[src/hdl/palette.mem]
// one 12-bit rgb value per colour index, red green blue nibbles
000
F00
0F0
00F
FF0
0FF
F0F
FFF
888
800
080
008
880
088
808
444

[src/hdl/gfx_pkg.sv]
// ************************************************************
// gfx_pkg: display mode, framebuffer geometry and the shared
// coordinate, colour and bus types of the rectangle fill design
// ************************************************************

package gfx_pkg;

    localparam int CORDW = 16;           // coordinate width

    // small display mode, keeps simulation short
    localparam int H_ACTIVE = 64;
    localparam int H_TOTAL  = 80;
    localparam int V_ACTIVE = 36;
    localparam int V_TOTAL  = 44;
    localparam int HS_START = 66;        // hsync first pixel
    localparam int HS_END   = 71;        // hsync last pixel
    localparam int VS_START = 38;        // vsync first line
    localparam int VS_END   = 39;        // vsync last line

    // framebuffer, shown at scale 2
    localparam int FB_WIDTH  = 32;
    localparam int FB_HEIGHT = 18;
    localparam int FB_SCALE  = 2;
    localparam int FB_DEPTH  = FB_WIDTH * FB_HEIGHT;  // 576 indices
    localparam int FB_ADDRW  = $clog2(FB_DEPTH);
    localparam int CIDXW     = 4;        // colour index width
    localparam int RGBW      = 12;       // 4 bits per channel
    localparam int CHANW     = RGBW / 3;

    localparam int SHAPE_CNT = 4;        // rectangles to draw
    localparam int SHAPE_IDW = $clog2(SHAPE_CNT);

    // pacing config
    localparam int CFGW           = 16;
    localparam int FRAME_WAIT_RST = 2;   // frames before drawing starts
    localparam int PIX_FRAME_RST  = 200; // pixel budget per frame

    typedef logic signed [CORDW-1:0] coord_t;
    typedef logic [CIDXW-1:0]        cidx_t;
    typedef logic [FB_ADDRW-1:0]     fb_addr_t;

    typedef struct packed {
        logic [CHANW-1:0] r;
        logic [CHANW-1:0] g;
        logic [CHANW-1:0] b;
    } rgb_t;

    // shape descriptor, sequencer to drawer
    typedef struct packed {
        coord_t x0;
        coord_t y0;
        coord_t x1;
        coord_t y1;
        cidx_t  cidx;
    } rect_t;

    // one framebuffer write
    typedef struct packed {
        coord_t x;
        coord_t y;
        cidx_t  cidx;
    } fb_wr_t;

    typedef struct packed {
        logic hsync;
        logic vsync;
        logic de;
    } disp_t;

endpackage

[src/hdl/display_timings.sv]
// ************************************************************
// display_timings: raster counter for the 64x36 mode, decodes
// sync, data enable and the frame and line strobes
// ************************************************************
`timescale 1ns/1ps

module display_timings (
    input  wire logic      clk_100m,
    input  wire logic      rst,
    output gfx_pkg::coord_t sx,      // horizontal position
    output gfx_pkg::coord_t sy,      // vertical position
    output gfx_pkg::disp_t  disp,    // hsync, vsync, de
    output logic           frame,    // first pixel of a frame
    output logic           line      // first pixel of a line
);
    import gfx_pkg::*;

    logic line_end;                  // last pixel of the line
    logic frame_end;                 // last line of the frame

    assign line_end  = (sx == coord_t'(H_TOTAL - 1));
    assign frame_end = (sy == coord_t'(V_TOTAL - 1));

    always_ff @(posedge clk_100m) begin
        if (rst) begin
            sx <= '0;
            sy <= '0;
        end else if (line_end) begin
            sx <= '0;
            sy <= frame_end ? '0 : coord_t'(sy + 1);  // wrap at raster end
        end else begin
            sx <= coord_t'(sx + 1);
        end
    end

    // sync pulses are active high in this mode
    always_comb begin
        disp.hsync = (sx >= HS_START) && (sx <= HS_END);
        disp.vsync = (sy >= VS_START) && (sy <= VS_END);
        disp.de    = (sx < H_ACTIVE) && (sy < V_ACTIVE);
    end

    assign frame = (sx == '0) && (sy == '0);
    assign line  = (sx == '0);

    // raster end wraps to a frame start on a line start
    assert property (@(posedge clk_100m) disable iff (rst)
        line_end && frame_end |=> frame && line)
        else $error("raster end not followed by frame and line");

    // each line end steps to a new line
    assert property (@(posedge clk_100m) disable iff (rst)
        line_end |=> line && (sy != $past(sy)))
        else $error("line end did not move to a new line");

endmodule

[src/hdl/framebuffer.sv]
// ************************************************************
// framebuffer: 32x18 colour index memory, scaled scan read with
// palette lookup, write port open only in blanking
// ************************************************************
`timescale 1ns/1ps

module framebuffer (
    input  wire logic       clk_100m,
    input  wire logic       rst,
    input  gfx_pkg::coord_t sx,       // scan position
    input  gfx_pkg::coord_t sy,
    input  wire logic       de,       // scan is in active area
    input  wire logic       fb_we,    // write strobe from drawer
    input  gfx_pkg::fb_wr_t wr,       // write coords and colour
    output logic            busy,     // read port owns the memory
    output gfx_pkg::rgb_t   rgb       // palette colour, 2 cycles after sx/sy
);
    import gfx_pkg::*;

    cidx_t    fb_mem [FB_DEPTH] = '{default: '0};  // starts all black
    rgb_t     palette [2**CIDXW];
    fb_addr_t rd_addr;                // scaled scan address
    fb_addr_t wr_addr;
    logic     wr_in;                  // write lands inside the buffer
    cidx_t    rd_cidx;                // index read, stage 1
    logic     de_p1;                  // de aligned with rd_cidx

    initial begin
        $readmemh("/design/src/hdl/palette.mem", palette);
    end

    // each buffer pixel covers FB_SCALE x FB_SCALE display pixels
    assign rd_addr = fb_addr_t'((sy / FB_SCALE) * FB_WIDTH + (sx / FB_SCALE));
    assign wr_addr = fb_addr_t'(wr.y * FB_WIDTH + wr.x);

    assign wr_in = (wr.x >= 0) && (wr.x < FB_WIDTH)
                && (wr.y >= 0) && (wr.y < FB_HEIGHT);

    assign busy = de;                 // display read has priority

    // single port: read in active area, write otherwise
    always_ff @(posedge clk_100m) begin
        if (de) begin
            rd_cidx <= fb_mem[rd_addr];
        end else if (fb_we && wr_in) begin
            fb_mem[wr_addr] <= wr.cidx;  // clipped writes dropped
        end
    end

    // palette lookup and output register
    always_ff @(posedge clk_100m) begin
        if (rst) begin
            de_p1 <= 1'b0;
            rgb   <= '0;
        end else begin
            de_p1 <= de;
            rgb   <= de_p1 ? palette[rd_cidx] : '0;  // black in blanking
        end
    end

    // pacer must hold off the drawer while the scan reads
    assert property (@(posedge clk_100m) disable iff (rst)
        !(fb_we && busy))
        else $error("framebuffer write while busy");

    // blanking reaches rgb after the full read latency
    assert property (@(posedge clk_100m) disable iff (rst)
        !de |-> ##2 (rgb == '0))
        else $error("rgb not black after blanking");

endmodule

[src/hdl/draw_rectangle_fill.sv]
// ************************************************************
// draw_rectangle_fill: steps through a filled rectangle row by
// row, one pixel per enabled cycle
// ************************************************************
`timescale 1ns/1ps

module draw_rectangle_fill (
    input  wire logic       clk_100m,
    input  wire logic       rst,
    input  wire logic       start,    // latch corners, begin
    input  wire logic       oe,       // output enable, one pixel per cycle
    input  gfx_pkg::rect_t  rect,     // corners, only read on start
    output gfx_pkg::coord_t x,        // current pixel
    output gfx_pkg::coord_t y,
    output logic            drawing,  // x/y valid this cycle
    output logic            done      // pulse after last pixel
);
    import gfx_pkg::*;

    coord_t x0_r;                     // row restart column
    coord_t x1_r;                     // last column
    coord_t y1_r;                     // last row
    logic   active;                   // pixels remain
    logic   last_col;
    logic   last_pix;

    assign last_col = (x == x1_r);
    assign last_pix = last_col && (y == y1_r);
    assign drawing  = active && oe;   // stall when oe low

    // position and corners
    always_ff @(posedge clk_100m) begin
        if (start) begin
            x    <= rect.x0;
            y    <= rect.y0;
            x0_r <= rect.x0;
            x1_r <= rect.x1;
            y1_r <= rect.y1;
        end else if (drawing) begin
            if (last_col) begin
                x <= x0_r;            // next row
                y <= coord_t'(y + 1);
            end else begin
                x <= coord_t'(x + 1);
            end
        end
    end

    // control
    always_ff @(posedge clk_100m) begin
        if (rst) begin
            active <= 1'b0;
            done   <= 1'b0;
        end else begin
            done <= 1'b0;
            if (start) begin
                active <= 1'b1;
            end else if (drawing && last_pix) begin
                active <= 1'b0;
                done   <= 1'b1;       // one cycle after final pixel
            end
        end
    end

    // a stalled drawer keeps its pixel
    assert property (@(posedge clk_100m) disable iff (rst)
        active && !oe |=> $stable(x) && $stable(y))
        else $error("drawer moved without output enable");

    // only one rectangle in flight
    assert property (@(posedge clk_100m) disable iff (rst)
        start |-> !active)
        else $error("start while a rectangle is still drawing");

endmodule

[src/hdl/shape_sequencer.sv]
// ************************************************************
// shape_sequencer: launches each rectangle in turn, geometry
// derived from the shape id
// ************************************************************
`timescale 1ns/1ps

module shape_sequencer (
    input  wire logic      clk_100m,
    input  wire logic      rst,
    input  wire logic      frame,     // first frame kicks things off
    input  wire logic      done,      // current rectangle finished
    output logic           start,     // one-cycle launch pulse
    output gfx_pkg::rect_t rect,      // held steady while drawing
    output logic           all_done
);
    import gfx_pkg::*;

    typedef enum logic [1:0] {IDLE, INIT, DRAW, DONE} state_t;

    state_t               state;
    logic [SHAPE_IDW-1:0] shape_id;

    always_ff @(posedge clk_100m) begin
        if (rst) begin
            state    <= IDLE;
            shape_id <= '0;
        end else begin
            case (state)
                IDLE: if (frame) state <= INIT;
                INIT: state <= DRAW;  // start goes out this cycle
                DRAW: begin
                    if (done) begin
                        if (shape_id == SHAPE_IDW'(SHAPE_CNT - 1)) begin
                            state <= DONE;
                        end else begin
                            shape_id <= shape_id + 1'b1;
                            state    <= INIT;
                        end
                    end
                end
                DONE: state <= DONE;  // stays until reset
                default: state <= IDLE;
            endcase
        end
    end

    // 11x8 rectangles stepping down and right
    always_comb begin
        rect.x0   = coord_t'(4 + 3 * shape_id);
        rect.y0   = coord_t'(2 + 2 * shape_id);
        rect.x1   = coord_t'(14 + 3 * shape_id);
        rect.y1   = coord_t'(9 + 2 * shape_id);
        rect.cidx = cidx_t'(shape_id + 1);  // entry 0 is black
    end

    assign start    = (state == INIT);
    assign all_done = (state == DONE);

    // the drawer only finishes a launched rectangle
    assert property (@(posedge clk_100m) disable iff (rst)
        done |-> (state == DRAW))
        else $error("done pulse outside DRAW");

endmodule

[src/hdl/draw_pacer.sv]
// ************************************************************
// draw_pacer: frame_wait and pix_per_frame registers, gates the
// drawer to a pixel budget per frame in blanking only
// ************************************************************
`timescale 1ns/1ps

module draw_pacer (
    input  wire logic                     clk_100m,
    input  wire logic                     rst,
    input  wire logic                     cfg_we,     // config write strobe
    input  wire logic                     cfg_addr,   // 0 frame_wait, 1 pix_per_frame
    input  wire logic [gfx_pkg::CFGW-1:0] cfg_wdata,
    input  wire logic                     frame,
    input  wire logic                     busy,       // framebuffer scanning
    output logic                          draw_oe
);
    import gfx_pkg::*;

    logic [CFGW-1:0] frame_wait;      // frames before drawing
    logic [CFGW-1:0] pix_per_frame;   // pixel budget
    logic [CFGW-1:0] cnt_frame;       // frames seen, saturates
    logic [CFGW-1:0] cnt_pix;         // pixels this frame
    logic            wait_over;

    always_ff @(posedge clk_100m) begin
        if (rst) begin
            frame_wait    <= CFGW'(FRAME_WAIT_RST);
            pix_per_frame <= CFGW'(PIX_FRAME_RST);
        end else if (cfg_we) begin
            if (cfg_addr) pix_per_frame <= cfg_wdata;
            else          frame_wait    <= cfg_wdata;
        end
    end

    assign wait_over = (cnt_frame >= frame_wait);
    assign draw_oe   = wait_over && (cnt_pix < pix_per_frame) && !busy;

    always_ff @(posedge clk_100m) begin
        if (rst) begin
            cnt_frame <= '0;
            cnt_pix   <= '0;
        end else begin
            // a new frame_wait restarts the wait
            if (cfg_we && !cfg_addr) cnt_frame <= '0;
            else if (frame && !wait_over) cnt_frame <= cnt_frame + 1'b1;

            if (frame) cnt_pix <= '0;  // fresh budget each frame
            else if (draw_oe) cnt_pix <= cnt_pix + 1'b1;
        end
    end

    assert property (@(posedge clk_100m) disable iff (rst)
        cnt_pix <= pix_per_frame)
        else $error("pixel count over budget");

endmodule

[src/hdl/rect_fill_top.sv]
// ************************************************************
// rect_fill_top: paced rectangle drawing into the framebuffer,
// scanned out with display controls aligned to rgb
// ************************************************************
`timescale 1ns/1ps

module rect_fill_top (
    input  wire logic                     clk_100m,
    input  wire logic                     rst,
    input  wire logic                     cfg_we,
    input  wire logic                     cfg_addr,
    input  wire logic [gfx_pkg::CFGW-1:0] cfg_wdata,
    output gfx_pkg::disp_t                disp,      // delayed to match rgb
    output gfx_pkg::rgb_t                 rgb,
    output logic                          all_done
);
    import gfx_pkg::*;

    coord_t sx, sy;                   // scan position
    disp_t  disp_raw;                 // controls at scan time
    disp_t  disp_p1;                  // after memory read stage
    logic   frame;
    logic   busy;
    logic   draw_oe;
    logic   draw_start, drawing, draw_done;
    rect_t  rect;
    coord_t draw_x, draw_y;
    fb_wr_t fb_wr;

    display_timings timings0 (
        .clk_100m, .rst, .sx, .sy, .disp(disp_raw), .frame,
        .line()                       // not needed at this level
    );

    shape_sequencer seq0 (
        .clk_100m, .rst, .frame, .done(draw_done),
        .start(draw_start), .rect, .all_done
    );

    draw_pacer pacer0 (
        .clk_100m, .rst, .cfg_we, .cfg_addr, .cfg_wdata,
        .frame, .busy, .draw_oe
    );

    draw_rectangle_fill draw0 (
        .clk_100m, .rst, .start(draw_start), .oe(draw_oe), .rect,
        .x(draw_x), .y(draw_y), .drawing, .done(draw_done)
    );

    assign fb_wr = '{x: draw_x, y: draw_y, cidx: rect.cidx};  // colour held by sequencer

    framebuffer fb0 (
        .clk_100m, .rst, .sx, .sy, .de(disp_raw.de),
        .fb_we(drawing), .wr(fb_wr), .busy, .rgb
    );

    // two stages: memory read, then palette register
    always_ff @(posedge clk_100m) begin
        if (rst) begin
            disp_p1 <= '0;
            disp    <= '0;
        end else begin
            disp_p1 <= disp_raw;
            disp    <= disp_p1;
        end
    end

endmodule

[config.mk]
export PLATFORM = sky130hd
export DESIGN_NAME = rect_fill_top
export DESIGN_NICKNAME = d
export VERILOG_FILES = /design/src/hdl/gfx_pkg.sv /design/src/hdl/display_timings.sv /design/src/hdl/framebuffer.sv /design/src/hdl/draw_rectangle_fill.sv /design/src/hdl/shape_sequencer.sv /design/src/hdl/draw_pacer.sv /design/src/hdl/rect_fill_top.sv
export SDC_FILE = /design/constraint.sdc
export NUM_CORES = 1
export LEC_CHECK = 0
export ABC_AREA = 1
export BUFFER_PORTS_ARGS = -buffer_cell sky130_fd_sc_hd__buf_2
export CAP_MARGIN = 0
export CORE_UTILIZATION = 56
export DETAILED_ROUTE_END_ITERATION = 10
export MAX_ROUTING_LAYER = met4
export PLACE_DENSITY = 0.73
export SLEW_MARGIN = 20
export SYNTH_ARGS = -nofsm -noshare
export SYNTH_HDL_FRONTEND = slang
export SYNTH_SLANG_ARGS = --single-unit
[constraint.sdc]
create_clock -name clk_100m -period 3.2 [get_ports clk_100m]
set_clock_uncertainty 0.05 [all_clocks]
set_input_delay 0 -clock clk_100m [delete_from_list [all_inputs] [get_ports clk_100m]]
set_output_delay 0 -clock clk_100m [all_outputs]
set_load 0.05 [all_outputs]
==> results.py <==
metrics = {
    "routing": {
        "via_count": 6981,
        "wl_per_cell_um": 13.0,
        "drt-total-wl_um": 17500,
        "ant_nets": 0,
        "drt-initial-drc-count": 480,
        "detail_route.first_pass.iterations": 5,
        "viasPerCell": 5.19,
        "drc_errors": 0,
    },
    "final_layout": {
        "fillers": 1245,
        "finalNetCount": 1211,
        "n_antenna_cell": 0,
        "syn_to_final_growth_pct": 12.2,
        "final_cell_mix": "216 x nand2_1, 143 x inv_1, 121 x nor2_1, 108 x dfxtp_1, 97 x a21oi_1",
        "fin_cells": 1344,
        "drive_gt1_frac": 0.0897,
        "final_common_cell": "nand2_1",
    },
    "setup_path": {
        "cp.required_ps": 3200,
        "critPathMostFrequentCell": "nand2_1",
        "crit_path_top_delay_cell": "nand2_1",
        "cp-start-kind": "register",
        "cp.arrival_ps": 2590,
        "critPathKind": "reg -> reg",
        "worst_setup_path_end_kind": "register",
        "path_cells": "ha_1, a21oi_1, nor2_1, nor3_1, nand2_1, nand2_1, nand3_2, clkinv_4, nand2_1, nand2_1",
        "crit_path_max_incr_delay_ps": 530,
        "reg2regPathDepth": 10,
        "crit_fanout": 19,
    },
    "global_route": {
        "grt_pass1_vias": 6306,
        "antenna_found_initial": 0,
        "grt_max_degree": 42,
        "grt-ovfl-total": 0,
        "grt_pass1_wl_um": 29200,
        "grt.total_usage": 0.250,
    },
    "die": {
        "die_area_mm2": 0.0153,
        "core_area_mm2": 0.0145,
        "die_x_um": 124,
        "ios": 36,
        "initial_utilization": 0.573,
        "die_h_um": 124,
        "row_count": 44,
    },
    "run": {
        "drv_cap": 0,
    },
    "synth": {
        "syn-instance-count": 1108,
        "ys_types": 44,
        "seq_area_frac_synth": 0.412,
        "ys_ff_latch": 150,
        "synth_top_cell_by_area": "dfxtp_1",
        "netlist_area_mm2": 0.00830,
        "ys_warn_count": 0,
        "yosys-top-cells-area": "dfxtp_1 26%, edfxtp_1 15%, nand2_1 9.8%, ha_1 6.6%, inv_1 6.5%",
        "synth_top_area_frac": 0.261,
        "postSynthAreaPerCell_um2": 7.49,
    },
    "cts": {
        "clock_latency_ps": 420,
        "clk_pin_slew_ps": 60,
        "ctsLongestPathBuffers": 2,
        "cts_tree": "built",
        "root_buffer": "clkbuf_16",
        "h-tree-depth": 4,
        "cts_made_buffers": 17,
        "cts_num_sinks": 150,
    },
    "sta": {
        "hold_violations": 0,
        "maxSlewViolCount": 0,
        "worst_slew_pin_slew_ps": 1040,
        "setup_slack_ps": 609,
        "final-setup-viol-count": 0,
        "max-slew-margin-rel": 0.303,
        "tns_ps": 0,
        "rsz0062_at_grt": "false",
        "period_share": 0.810,
        "finalCriticalPeriod_ps": 2590,
        "fmax_ghz": 0.386,
    },
    "hold_path": {
        "holdPathStages": 5,
        "min_path_type": "in -> reg",
    },
    "power_and_ir_drop": {
        "power-per-cell-area_mw_per_mm2": 531,
        "p_clk_frac": 0.420,
        "power_frac_seq": 0.451,
        "p_sw_mw": 1.31,
        "internal-power_mw": 3.63,
        "p_leak_nw": 3.71,
        "power.share.switching": 0.265,
        "peakVddDrop_uv": 336,
        "comb_power_share": 0.129,
    },
    "placement": {
        "dp_hpwl_um": 12400,
        "place_congestion": 0.905,
        "pre_cts_slack_ps": 637,
        "place_inst": 1292,
        "portBuffers": 23,
    },
    "status": {
        "status": "complete, no violations",
    },
}
## layout make-up
type,instances,area [µm²],share of cell area
well taps,184,230,0.0247
repair buffers,47,345,0.0371
clock buffers,20,468,0.0502
flip-flops and latches,150,3420,0.368
inverters,154,583,0.0626
clock inverters,12,146,0.0157
multi-input cells,777,4120,0.442
## layer usage
layer  global-route usage  wire length (µm)  vias up
li1                     -                 -     3693
met1                0.323              8480     3140
met2                0.399              8060      128
met3               0.0444               717       20
met4               0.0768               230        0
met5                    -                 0        -
## worst paths after layout
check	end	start	slack, ps
worst max-delay path	draw0.x[11]	pacer0.cnt_pix[5]	610
worst min-delay path	pacer0.cnt_frame[1]	cfg_addr	110
worst max register to register	draw0.x[11]	pacer0.cnt_pix[5]	610
worst min register to register	disp[0]	fb0.de_p1	360
## power by group through the flow
| stage | clock [mW] | combinational [mW] | sequential (mW) |
|---|---|---|---|
| floorplan | 0 | 0.488 | 2.25 |
| global placement | 0 | 0.604 | 2.27 |
| detailed placement | 0 | 0.618 | 2.27 |
| CTS | 2.11 | 0.640 | 2.23 |
| global route | 2.19 | 0.729 | 2.25 |
| finish | 2.08 | 0.637 | 2.23 |
## state kept, by name (all words and copies together) (netlist names), 2 cells and up
name and flops:
draw0.x 16, draw0.y 16, pacer0.cnt_frame 16, pacer0.cnt_pix 16, pacer0.frame_wait 16, pacer0.pix_per_frame 16, timings0.sx 16, timings0.sy 16
draw0.x0_r 5, draw0.x1_r 4, disp 3, disp_p1 2, seq0.shape_id 2, seq0.state 2
## metrics by stage
stage          hold slack [ps]   util  cell area, µm²  power, mW
6_report                   106  0.643            9310       4.94
5_1_grt                    184  0.643            9310       5.17
4_1_cts                   90.6  0.643            9310       4.98
3_5_place_dp               195  0.587            8500       2.89
3_3_place_gp               192  0.587            8500       2.87
2_1_floorplan             80.4      -            8340       2.74
## logic make-up after synthesis
kind of cell	count (synthesis)	share of synthesized area
AND/OR/NAND/NOR	502	0.273
buffers and inverters	192	0.0968
AO/OA/AOI/OAI	186	0.117
flip-flops	150	0.412
adder cells (fa/ha/maj)	44	0.0663
XOR/XNOR	33	0.0348
other	1	0.000452
## worst max-delay path, delay by kind of cell (launching register included)
family | cells | cell delay (ps)
buffers and inverters | 1 | 150
and+or+nand+nor | 7 | 1150
DFF | 1 | 440
adders and majority gates | 1 | 290
AOI/OAI and AO/OA | 1 | 130
## Yosys cell counts (all sizes together)
library cell    n
o21a            1
and3            1
xor2           28
nand3b          4
edfxtp         42
conb            1
ha             44
nand3          59
o31ai           2
clkinv          1
o211ai          4
xnor2           5
nor2          136
nand4          19
nand2         220
o21ai          74
a211oi          1
inv           153
nor4b           1
or2             4
nor3b          10
nor3           44
buf            23
o21bai          1
nor4            4
a21oi          98
clkbuf         15
dfxtp         108
o22ai           4
a31oi           1
## timing repair
action	CTS	global route
setup endpoints to repair	0	0
hold buffers	20	0
setup buffers	0	0
endpoints found under the hold margin	44	0
gates resized for setup	0	0
Note: power is estimated with default switching activity, not from simulation.
